==> src/verilog/idma_config.svh <==
// Transport layer sizes: stream width, byte lanes, length width and lane FIFO depth
`ifndef IDMA_CONFIG_SVH
`define IDMA_CONFIG_SVH

// Stream data width in bits
`define IDMA_DATA_WIDTH 32

// Number of byte lanes per beat
`define IDMA_STRB_WIDTH (`IDMA_DATA_WIDTH / 8)

// Bits needed to name one lane
`define IDMA_LANE_W 2

// Transfer length in bytes
`define IDMA_LEN_W 16

// Entries per lane FIFO
`define IDMA_BUFFER_DEPTH 3

`endif

==> src/verilog/idma_stream_pkg.sv <==
// Stream beat and byte-lane types, with the lane window helper
`include "idma_config.svh"

package idma_stream_pkg;

    typedef logic [7:0]                  byte_t;
    typedef logic [`IDMA_STRB_WIDTH-1:0] lane_mask_t;
    typedef byte_t [`IDMA_STRB_WIDTH-1:0] lane_data_t;

    typedef struct packed {
        lane_data_t data;
        lane_mask_t strb;
        logic       last;
    } stream_beat_t;

    // Lanes holding transfer bytes, from lane start up to the bytes still left
    function automatic lane_mask_t beat_mask(
        input logic [`IDMA_LANE_W-1:0] start,
        input logic [`IDMA_LEN_W-1:0]  bytes_left
    );
        lane_mask_t mask;
        for (int l = 0; l < `IDMA_STRB_WIDTH; l++) begin
            mask[l] = (l >= int'(start)) && ((l - int'(start)) < int'(bytes_left));
        end
        return mask;
    endfunction

endpackage

==> src/verilog/idma_xfer_pkg.sv <==
// Read and write datapath request and response types
`include "idma_config.svh"

package idma_xfer_pkg;

    typedef logic [`IDMA_LANE_W-1:0] lane_idx_t;
    typedef logic [`IDMA_LEN_W-1:0]  xfer_len_t;

    // --------------------------------------------------------------------------
    // Requests
    // --------------------------------------------------------------------------

    // Read side
    // Shift is the destination offset minus the source offset, modulo lanes
    typedef struct packed {
        lane_idx_t offset;
        lane_idx_t shift;
        xfer_len_t length;
    } r_dp_req_t;

    // Write side
    typedef struct packed {
        lane_idx_t offset;
        xfer_len_t length;
    } w_dp_req_t;

    // --------------------------------------------------------------------------
    // Responses
    // --------------------------------------------------------------------------

    typedef struct packed {
        logic error;
        logic last;
    } dp_rsp_t;

endpackage
==> src/verilog/idma_lane_buffer.sv <==
// Lane buffer: one small byte FIFO per lane with lane-wise valid and ready
`timescale 1ns/1ns
`include "idma_config.svh"

module idma_lane_buffer
    import idma_stream_pkg::*;
(
    input  logic       clk_i,
    input  logic       rst_n_i,
    input  lane_data_t data_i,
    input  lane_mask_t valid_i,
    output lane_mask_t ready_o,
    output lane_data_t data_o,
    output lane_mask_t valid_o,
    input  lane_mask_t ready_i,
    output logic       busy_o
);

    localparam int unsigned ptr_w = $clog2(`IDMA_BUFFER_DEPTH);
    localparam int unsigned cnt_w = $clog2(`IDMA_BUFFER_DEPTH + 1);
    localparam logic [ptr_w-1:0] last_ptr = ptr_w'(`IDMA_BUFFER_DEPTH - 1);
    localparam logic [cnt_w-1:0] full_cnt = cnt_w'(`IDMA_BUFFER_DEPTH);

    for (genvar l = 0; l < `IDMA_STRB_WIDTH; l++) begin : gen_lane
        byte_t            mem_q [`IDMA_BUFFER_DEPTH];
        logic [ptr_w-1:0] rd_ptr_q;
        logic [ptr_w-1:0] wr_ptr_q;
        logic [cnt_w-1:0] count_q;
        logic             push;
        logic             pop;

        // Full lane stops accepting, independent of the pop side
        assign ready_o[l] = count_q != full_cnt;
        assign valid_o[l] = count_q != '0;
        assign data_o[l]  = mem_q[rd_ptr_q];

        assign push = valid_i[l] && ready_o[l];
        assign pop  = valid_o[l] && ready_i[l];

        always_ff @(posedge clk_i or negedge rst_n_i) begin
            if (!rst_n_i) begin
                rd_ptr_q <= '0;
                wr_ptr_q <= '0;
                count_q  <= '0;
            end else begin
                if (push) begin
                    wr_ptr_q <= (wr_ptr_q == last_ptr) ? '0 : wr_ptr_q + 1'b1;
                end
                if (pop) begin
                    rd_ptr_q <= (rd_ptr_q == last_ptr) ? '0 : rd_ptr_q + 1'b1;
                end
                if (push && !pop) begin
                    count_q <= count_q + 1'b1;
                end else if (pop && !push) begin
                    count_q <= count_q - 1'b1;
                end
            end
        end

        always_ff @(posedge clk_i) begin
            if (push) begin
                mem_q[wr_ptr_q] <= data_i[l];
            end
        end
    end

    // Any lane still holding bytes
    assign busy_o = |valid_o;

endmodule

==> src/verilog/idma_stream_read.sv <==
// Read port: source beat masking, lane rotation and push into the lane buffer
`timescale 1ns/1ns
`include "idma_config.svh"

module idma_stream_read
    import idma_stream_pkg::*;
    import idma_xfer_pkg::*;
(
    input  logic         clk_i,
    input  logic         rst_n_i,
    input  r_dp_req_t    r_req_i,
    input  logic         r_req_valid_i,
    output logic         r_req_ready_o,
    output dp_rsp_t      r_rsp_o,
    output logic         r_rsp_valid_o,
    input  logic         r_rsp_ready_i,
    input  stream_beat_t src_i,
    input  logic         src_valid_i,
    output logic         src_ready_o,
    output lane_data_t   buf_in_data_o,
    output lane_mask_t   buf_in_valid_o,
    input  lane_mask_t   buf_in_ready_i,
    output logic         busy_o
);

    r_dp_req_t  req_q;
    logic       active_q;
    logic       first_q;
    logic       err_q;
    logic       rsp_valid_q;
    xfer_len_t  bytes_left_q;

    lane_idx_t  start_lane;
    xfer_len_t  beat_room;
    logic       last_beat;
    lane_mask_t src_mask;
    lane_mask_t rot_mask;
    lane_data_t rot_data;
    logic       req_take;
    logic       beat_take;

    // Lane window of the current source beat
    assign start_lane = first_q ? req_q.offset : '0;
    assign beat_room  = xfer_len_t'(`IDMA_STRB_WIDTH) - xfer_len_t'(start_lane);
    assign last_beat  = bytes_left_q <= beat_room;
    assign src_mask   = beat_mask(start_lane, bytes_left_q);

    // Rotate left so each byte lands in its destination lane
    always_comb begin
        rot_data = '0;
        rot_mask = '0;
        for (int l = 0; l < `IDMA_STRB_WIDTH; l++) begin
            rot_data[lane_idx_t'(l) + req_q.shift] = src_i.data[l];
            rot_mask[lane_idx_t'(l) + req_q.shift] = src_mask[l];
        end
    end

    // --------------------------------------------------------------------------
    // Handshakes
    // --------------------------------------------------------------------------

    assign r_req_ready_o = !active_q && !rsp_valid_q;
    assign req_take      = r_req_valid_i && r_req_ready_o;

    // Whole beat or nothing
    assign src_ready_o    = active_q && ((buf_in_ready_i & rot_mask) == rot_mask);
    assign beat_take      = src_valid_i && src_ready_o;
    assign buf_in_data_o  = rot_data;
    assign buf_in_valid_o = beat_take ? rot_mask : '0;

    assign r_rsp_o       = '{error: err_q, last: 1'b1};
    assign r_rsp_valid_o = rsp_valid_q;
    assign busy_o        = active_q || rsp_valid_q;

    always_ff @(posedge clk_i or negedge rst_n_i) begin
        if (!rst_n_i) begin
            active_q     <= 1'b0;
            first_q      <= 1'b0;
            err_q        <= 1'b0;
            rsp_valid_q  <= 1'b0;
            bytes_left_q <= '0;
        end else begin
            if (req_take) begin
                active_q     <= 1'b1;
                first_q      <= 1'b1;
                err_q        <= 1'b0;
                bytes_left_q <= r_req_i.length;
            end else if (beat_take) begin
                first_q      <= 1'b0;
                bytes_left_q <= last_beat ? '0 : bytes_left_q - beat_room;
                // Source last flag must agree with the computed final beat
                err_q        <= err_q | (src_i.last != last_beat);
                if (last_beat) begin
                    active_q <= 1'b0;
                end
            end
            if (beat_take && last_beat) begin
                rsp_valid_q <= 1'b1;
            end else if (r_rsp_ready_i) begin
                rsp_valid_q <= 1'b0;
            end
        end
    end

    always_ff @(posedge clk_i) begin
        if (req_take) begin
            req_q <= r_req_i;
        end
    end

endmodule

==> src/verilog/idma_stream_write.sv <==
// Write port: drains lane buffer into strobed destination beats with last flag
`timescale 1ns/1ns
`include "idma_config.svh"

module idma_stream_write
    import idma_stream_pkg::*;
    import idma_xfer_pkg::*;
(
    input  logic         clk_i,
    input  logic         rst_n_i,
    input  w_dp_req_t    w_req_i,
    input  logic         w_req_valid_i,
    output logic         w_req_ready_o,
    output dp_rsp_t      w_rsp_o,
    output logic         w_rsp_valid_o,
    input  logic         w_rsp_ready_i,
    input  lane_data_t   buf_out_data_i,
    input  lane_mask_t   buf_out_valid_i,
    output lane_mask_t   buf_out_ready_o,
    output stream_beat_t dst_o,
    output logic         dst_valid_o,
    input  logic         dst_ready_i,
    output logic         busy_o
);

    w_dp_req_t  req_q;
    logic       active_q;
    logic       first_q;
    logic       rsp_valid_q;
    xfer_len_t  bytes_left_q;

    lane_idx_t  start_lane;
    xfer_len_t  beat_room;
    logic       last_beat;
    lane_mask_t dst_mask;
    logic       req_take;
    logic       beat_take;

    // --------------------------------------------------------------------------
    // Beat shape
    // --------------------------------------------------------------------------

    // First beat starts at the destination offset, later ones at lane 0
    assign start_lane = first_q ? req_q.offset : '0;
    assign beat_room  = xfer_len_t'(`IDMA_STRB_WIDTH) - xfer_len_t'(start_lane);
    assign last_beat  = bytes_left_q <= beat_room;
    assign dst_mask   = beat_mask(start_lane, bytes_left_q);

    assign dst_o = '{data: buf_out_data_i, strb: dst_mask, last: last_beat};

    // Beat is complete once every strobed lane has a byte waiting
    assign dst_valid_o = active_q && ((buf_out_valid_i & dst_mask) == dst_mask);
    assign beat_take   = dst_valid_o && dst_ready_i;

    // Pop exactly the strobed lanes, and only on acceptance
    assign buf_out_ready_o = beat_take ? dst_mask : '0;

    // --------------------------------------------------------------------------
    // Request and response
    // --------------------------------------------------------------------------

    assign w_req_ready_o = !active_q && !rsp_valid_q;
    assign req_take      = w_req_valid_i && w_req_ready_o;

    assign w_rsp_o       = '{error: 1'b0, last: 1'b1};
    assign w_rsp_valid_o = rsp_valid_q;
    assign busy_o        = active_q || rsp_valid_q;

    always_ff @(posedge clk_i or negedge rst_n_i) begin
        if (!rst_n_i) begin
            active_q     <= 1'b0;
            first_q      <= 1'b0;
            rsp_valid_q  <= 1'b0;
            bytes_left_q <= '0;
        end else begin
            if (req_take) begin
                active_q     <= 1'b1;
                first_q      <= 1'b1;
                bytes_left_q <= w_req_i.length;
            end else if (beat_take) begin
                first_q      <= 1'b0;
                bytes_left_q <= last_beat ? '0 : bytes_left_q - beat_room;
                if (last_beat) begin
                    active_q <= 1'b0;
                end
            end
            if (beat_take && last_beat) begin
                rsp_valid_q <= 1'b1;
            end else if (w_rsp_ready_i) begin
                rsp_valid_q <= 1'b0;
            end
        end
    end

    always_ff @(posedge clk_i) begin
        if (req_take) begin
            req_q <= w_req_i;
        end
    end

endmodule

==> src/verilog/idma_transport_layer.sv <==
// Transport layer top: read port, per-lane buffer and write port
`timescale 1ns/1ns

module idma_transport_layer
    import idma_stream_pkg::*;
    import idma_xfer_pkg::*;
(
    input  logic         clk_i,
    input  logic         rst_n_i,
    // Read datapath
    input  r_dp_req_t    r_req_i,
    input  logic         r_req_valid_i,
    output logic         r_req_ready_o,
    output dp_rsp_t      r_rsp_o,
    output logic         r_rsp_valid_o,
    input  logic         r_rsp_ready_i,
    // Write datapath
    input  w_dp_req_t    w_req_i,
    input  logic         w_req_valid_i,
    output logic         w_req_ready_o,
    output dp_rsp_t      w_rsp_o,
    output logic         w_rsp_valid_o,
    input  logic         w_rsp_ready_i,
    // Streams
    input  stream_beat_t src_i,
    input  logic         src_valid_i,
    output logic         src_ready_o,
    output stream_beat_t dst_o,
    output logic         dst_valid_o,
    input  logic         dst_ready_i,
    // Status
    output logic         r_busy_o,
    output logic         w_busy_o,
    output logic         buffer_busy_o
);

    // Bytes already sitting in their destination lanes
    lane_data_t buf_in_data;
    lane_mask_t buf_in_valid;
    lane_mask_t buf_in_ready;
    lane_data_t buf_out_data;
    lane_mask_t buf_out_valid;
    lane_mask_t buf_out_ready;

    idma_stream_read u_read (
        .clk_i          (clk_i),
        .rst_n_i        (rst_n_i),
        .r_req_i        (r_req_i),
        .r_req_valid_i  (r_req_valid_i),
        .r_req_ready_o  (r_req_ready_o),
        .r_rsp_o        (r_rsp_o),
        .r_rsp_valid_o  (r_rsp_valid_o),
        .r_rsp_ready_i  (r_rsp_ready_i),
        .src_i          (src_i),
        .src_valid_i    (src_valid_i),
        .src_ready_o    (src_ready_o),
        .buf_in_data_o  (buf_in_data),
        .buf_in_valid_o (buf_in_valid),
        .buf_in_ready_i (buf_in_ready),
        .busy_o         (r_busy_o)
    );

    idma_lane_buffer u_buffer (
        .clk_i   (clk_i),
        .rst_n_i (rst_n_i),
        .data_i  (buf_in_data),
        .valid_i (buf_in_valid),
        .ready_o (buf_in_ready),
        .data_o  (buf_out_data),
        .valid_o (buf_out_valid),
        .ready_i (buf_out_ready),
        .busy_o  (buffer_busy_o)
    );

    idma_stream_write u_write (
        .clk_i           (clk_i),
        .rst_n_i         (rst_n_i),
        .w_req_i         (w_req_i),
        .w_req_valid_i   (w_req_valid_i),
        .w_req_ready_o   (w_req_ready_o),
        .w_rsp_o         (w_rsp_o),
        .w_rsp_valid_o   (w_rsp_valid_o),
        .w_rsp_ready_i   (w_rsp_ready_i),
        .buf_out_data_i  (buf_out_data),
        .buf_out_valid_i (buf_out_valid),
        .buf_out_ready_o (buf_out_ready),
        .dst_o           (dst_o),
        .dst_valid_o     (dst_valid_o),
        .dst_ready_i     (dst_ready_i),
        .busy_o          (w_busy_o)
    );

endmodule

==> config.mk <==
export PLATFORM = sky130hd
export DESIGN_NAME = idma_transport_layer
export DESIGN_NICKNAME = d
export VERILOG_FILES = /design/src/verilog/idma_stream_pkg.sv /design/src/verilog/idma_xfer_pkg.sv /design/src/verilog/idma_lane_buffer.sv /design/src/verilog/idma_stream_read.sv /design/src/verilog/idma_stream_write.sv /design/src/verilog/idma_transport_layer.sv
export VERILOG_INCLUDE_DIRS = /design/src /design/src/verilog
export SDC_FILE = /design/constraint.sdc
export NUM_CORES = 1
export LEC_CHECK = 0
export BUFFER_PORTS_ARGS = -buffer_cell sky130_fd_sc_hd__buf_2
export CAP_MARGIN = 20
export CORE_UTILIZATION = 27
export DETAILED_ROUTE_END_ITERATION = 8
export PLACE_DENSITY = 0.43
export SYNTH_ARGS = -nofsm -noshare
export SYNTH_HDL_FRONTEND = slang
export SYNTH_SLANG_ARGS = --single-unit
export TNS_END_PERCENT = 5
==> constraint.sdc <==
create_clock -name clk_i -period 5.7 [get_ports clk_i]
set_input_delay 0.855 -clock clk_i [delete_from_list [all_inputs] [get_ports clk_i]]
set_output_delay 0.855 -clock clk_i [all_outputs]
set_load 0.05 [all_outputs]
==> results.toml <==
[floorplan]
num_rows = 72
fp.coreArea_mm2 = 0.0390
die_area_mm2 = 0.0407
start_util_pct = 27.6
fp.dieH_um = 202
die_w_um = 202
ios = 133

[power]
max-vdd-ir-drop_mv = 0.217
p_leak_uw = 0.00521
power.density_mw_per_mm2 = 513

[logic_synthesis]
synth-seq-cells = 165
synth-edff-count = 102
synth_cell_types = 72
yosysTopAreaCellShare_pct = 28.5
synthCells = 992
synthArstFlopShare_pct = 38.2
yosys.area.top_type = "edfxtp_1"
synth_area_per_cell_um2 = 10.9
yosysSeqAreaShare_pct = 43.1
netlist_area_mm2 = 0.0108
yosys_warnings = 0
synthFlopType = "edfxtp_1"
synth_area_leaders = "edfxtp_1, dfrtp_1, ha_1"

[critical_path]
cp.required_ns = 4.85
criticalPathCategory = "register to output port"
crit_path_max_fanout = 15
worstPathArrival_ns = 4.38
critPathCaptureType = "output port"
startpoint_type = "register"

[place]
dpl_cell_area_mm2 = 0.0120
hpwl_mm = 21.5
dp_slack_ns = 0.622
dp.cells = 1613
port_buffers = 125
place.gp.congestion = 0.773

[finish]
syn2layout_area_growth_pct = 16.9
multi_input_area_mm2 = 0.00570
final-seq-area_mm2 = 0.00464
finalInstanceArea_mm2 = 0.0126
fin_cells = 1647
fin_nets = 1314
n_fill_cell = 4036
drive_above_1_share_pct = 20.7
final_cell_mix = "buf_2, ha_1, nand2_1, edfxtp_1, nor2_1"
final_common_cell = "buf_2"

[drt]
initialDrtViolationCount = 370
vias = 8007
viasPerCell = 4.86
drt_drc_violations_left = 0
routed_wirelength_mm = 28.4
drtAntennaViolNets = 0
drt_first_pass_iters = 4
wl_per_cell_um = 17.3

[timing]
min_period_ns = 5.23
fmax_mhz = 191
finalClockSkew_ns = 0.0135
max_slew_margin_pct = 44.5
setup_tns_ns = 0
setup_slack_ns = 0.470
setup_viol_count_final = 0
slew_viol_final = 0
hold_viol_final = 0
tightestPinTransition_ns = 0.833
rsz0062_at_grt = "false"
hold-worst-slack_ns = 0.257
fin_crit_sh_pct = 91.8

[clocking]
clock_path_buffers = 2
cts_tree = "yes"
worst_skew_pair.late_latency_ns = 0.44
cts.sinks = 165
cts_buffers = 17
htreeDepth = 4
cts_root_buffer = "clkbuf_16"
postCtsSetupBuffers = 0
clk_pin_slew_ns = 0.07

[global_routing]
grt_max_degree = 55
grt_pass1_wl_mm = 45.4
grt-ovfl-total = 0
grt_use_total_pct = 14.5
antenna_found_initial = 0
grt_pass1_vias = 7935

[run_status]
outcome = "complete, no violations"

[hold_path]
holdCritPathClass = "input pin to asynchronous set/reset pin"

[flow_run]
cap_viol_max_count = 0
==> routing by layer <==
layer	vias to the layer above	global-route usage (%)	part of all wire, %
met5	-	0	0
met4	0	3.19	1.2
met3	17	2.58	3.5
met2	121	24.2	48
met1	3910	19.5	47
li1	3959	-	-
==> critical path, cell delays in order, from the launching register on <==
cell,delay [ns]
dfrtp_1,0.39
nand2_1,0.15
ha_1,0.24
inv_1,0.37
ha_1,0.34
a211oi_1,0.23
o21ai_0,0.16
a2111oi_0,0.45
a31oi_1,0.32
mux4_2,0.57
o21ai_1,0.25
and2b_1,0.24
buf_2,0.21
==> metrics by stage <==
| step | total power [uW] | util (%) |
|---|---|---|
| floorplan | 4460 | - |
| global placement | 5360 | 30.8 |
| detailed placement | 5400 | 30.8 |
| CTS | 6560 | 32.2 |
| global route | 7010 | 32.3 |
| finish | 6450 | 32.3 |
==> power breakdown <==
group	switching, uW	total, uW	internal [uW]
Combinational	2160	3370	1210
Sequential	353	1960	1610
Clock	515	1120	608
Total	3030	6450	3420
==> synth_stat cells (all sizes together) (24+ instances only) <==
cell type  number
clkbuf         25
mux2i          35
o21ai          60
a21oi          44
nor3           24
dfrtp          63
ha            114
edfxtp        102
nand2         109
inv            60
mux4           33
o211ai         24
nor2           64
==> sequential cells by signal (all words and copies together) (netlist names) <==
name                        flops
u_read.bytes_left_q            16
u_read.req_q                    4
u_write.w_rsp_valid_o           1
u_read.err_q                    1
u_buffer.gen_lane.rd_ptr_q      8
u_buffer.gen_lane.count_q       8
u_buffer.gen_lane.wr_ptr_q      8
u_read.active_q                 1
u_write.first_q                 1
u_buffer.gen_lane.mem_q        96
u_write.bytes_left_q           16
u_read.r_rsp_valid_o            1
u_write.req_q                   2
u_write.active_q                1
u_read.first_q                  1
==> logic make-up after synthesis <==
logic type,Yosys count,synth area share [%]
flops,165,43.1
buf+inv,107,3.99
xor+xnor,15,1.22
compound gates,209,12.8
simple gates,293,13.1
mux,85,12.1
other cells,2,0.0698
fa+ha+maj,116,13.6
==> final timing paths <==
| path | cells after the start | slack, ns | start | endpoint |
|---|---|---|---|---|
| min | 1 | 0.26 | rst_n_i | u_read.first_q |
| max | 12 | 0.47 | u_read.first_q | src_ready_o |
| max in group asynchronous | 2 | 4.37 | rst_n_i | u_read.bytes_left_q[12] |
| max reg2reg | 14 | 0.82 | u_read.first_q | u_buffer.gen_lane[2].mem_q[2][5] |
| min reg2reg | 1 | 0.49 | u_buffer.gen_lane[3].count_q[1] | u_buffer.gen_lane[3].count_q[1] |
| min in group clk_i | 1 | 0.49 | u_buffer.gen_lane[3].count_q[1] | u_buffer.gen_lane[3].count_q[1] |
==> timing repair <==
action	CTS	global route
hold buffers	0	0
gates resized for setup	0	1
setup endpoints to repair	0	1
==> cell type report <==
cell class,instances,share of cell area (%)
Multi-Input combinational cell,721,45.3
Tap cell,518,5.15
Sequential cell,165,36.9
Inverter,62,1.85
Clock buffer,19,3.44
Clock inverter,13,1.01
Antenna cell,1,0.0199
Timing Repair Buffer,148,6.34
Power figures use the tool's default switching activity.
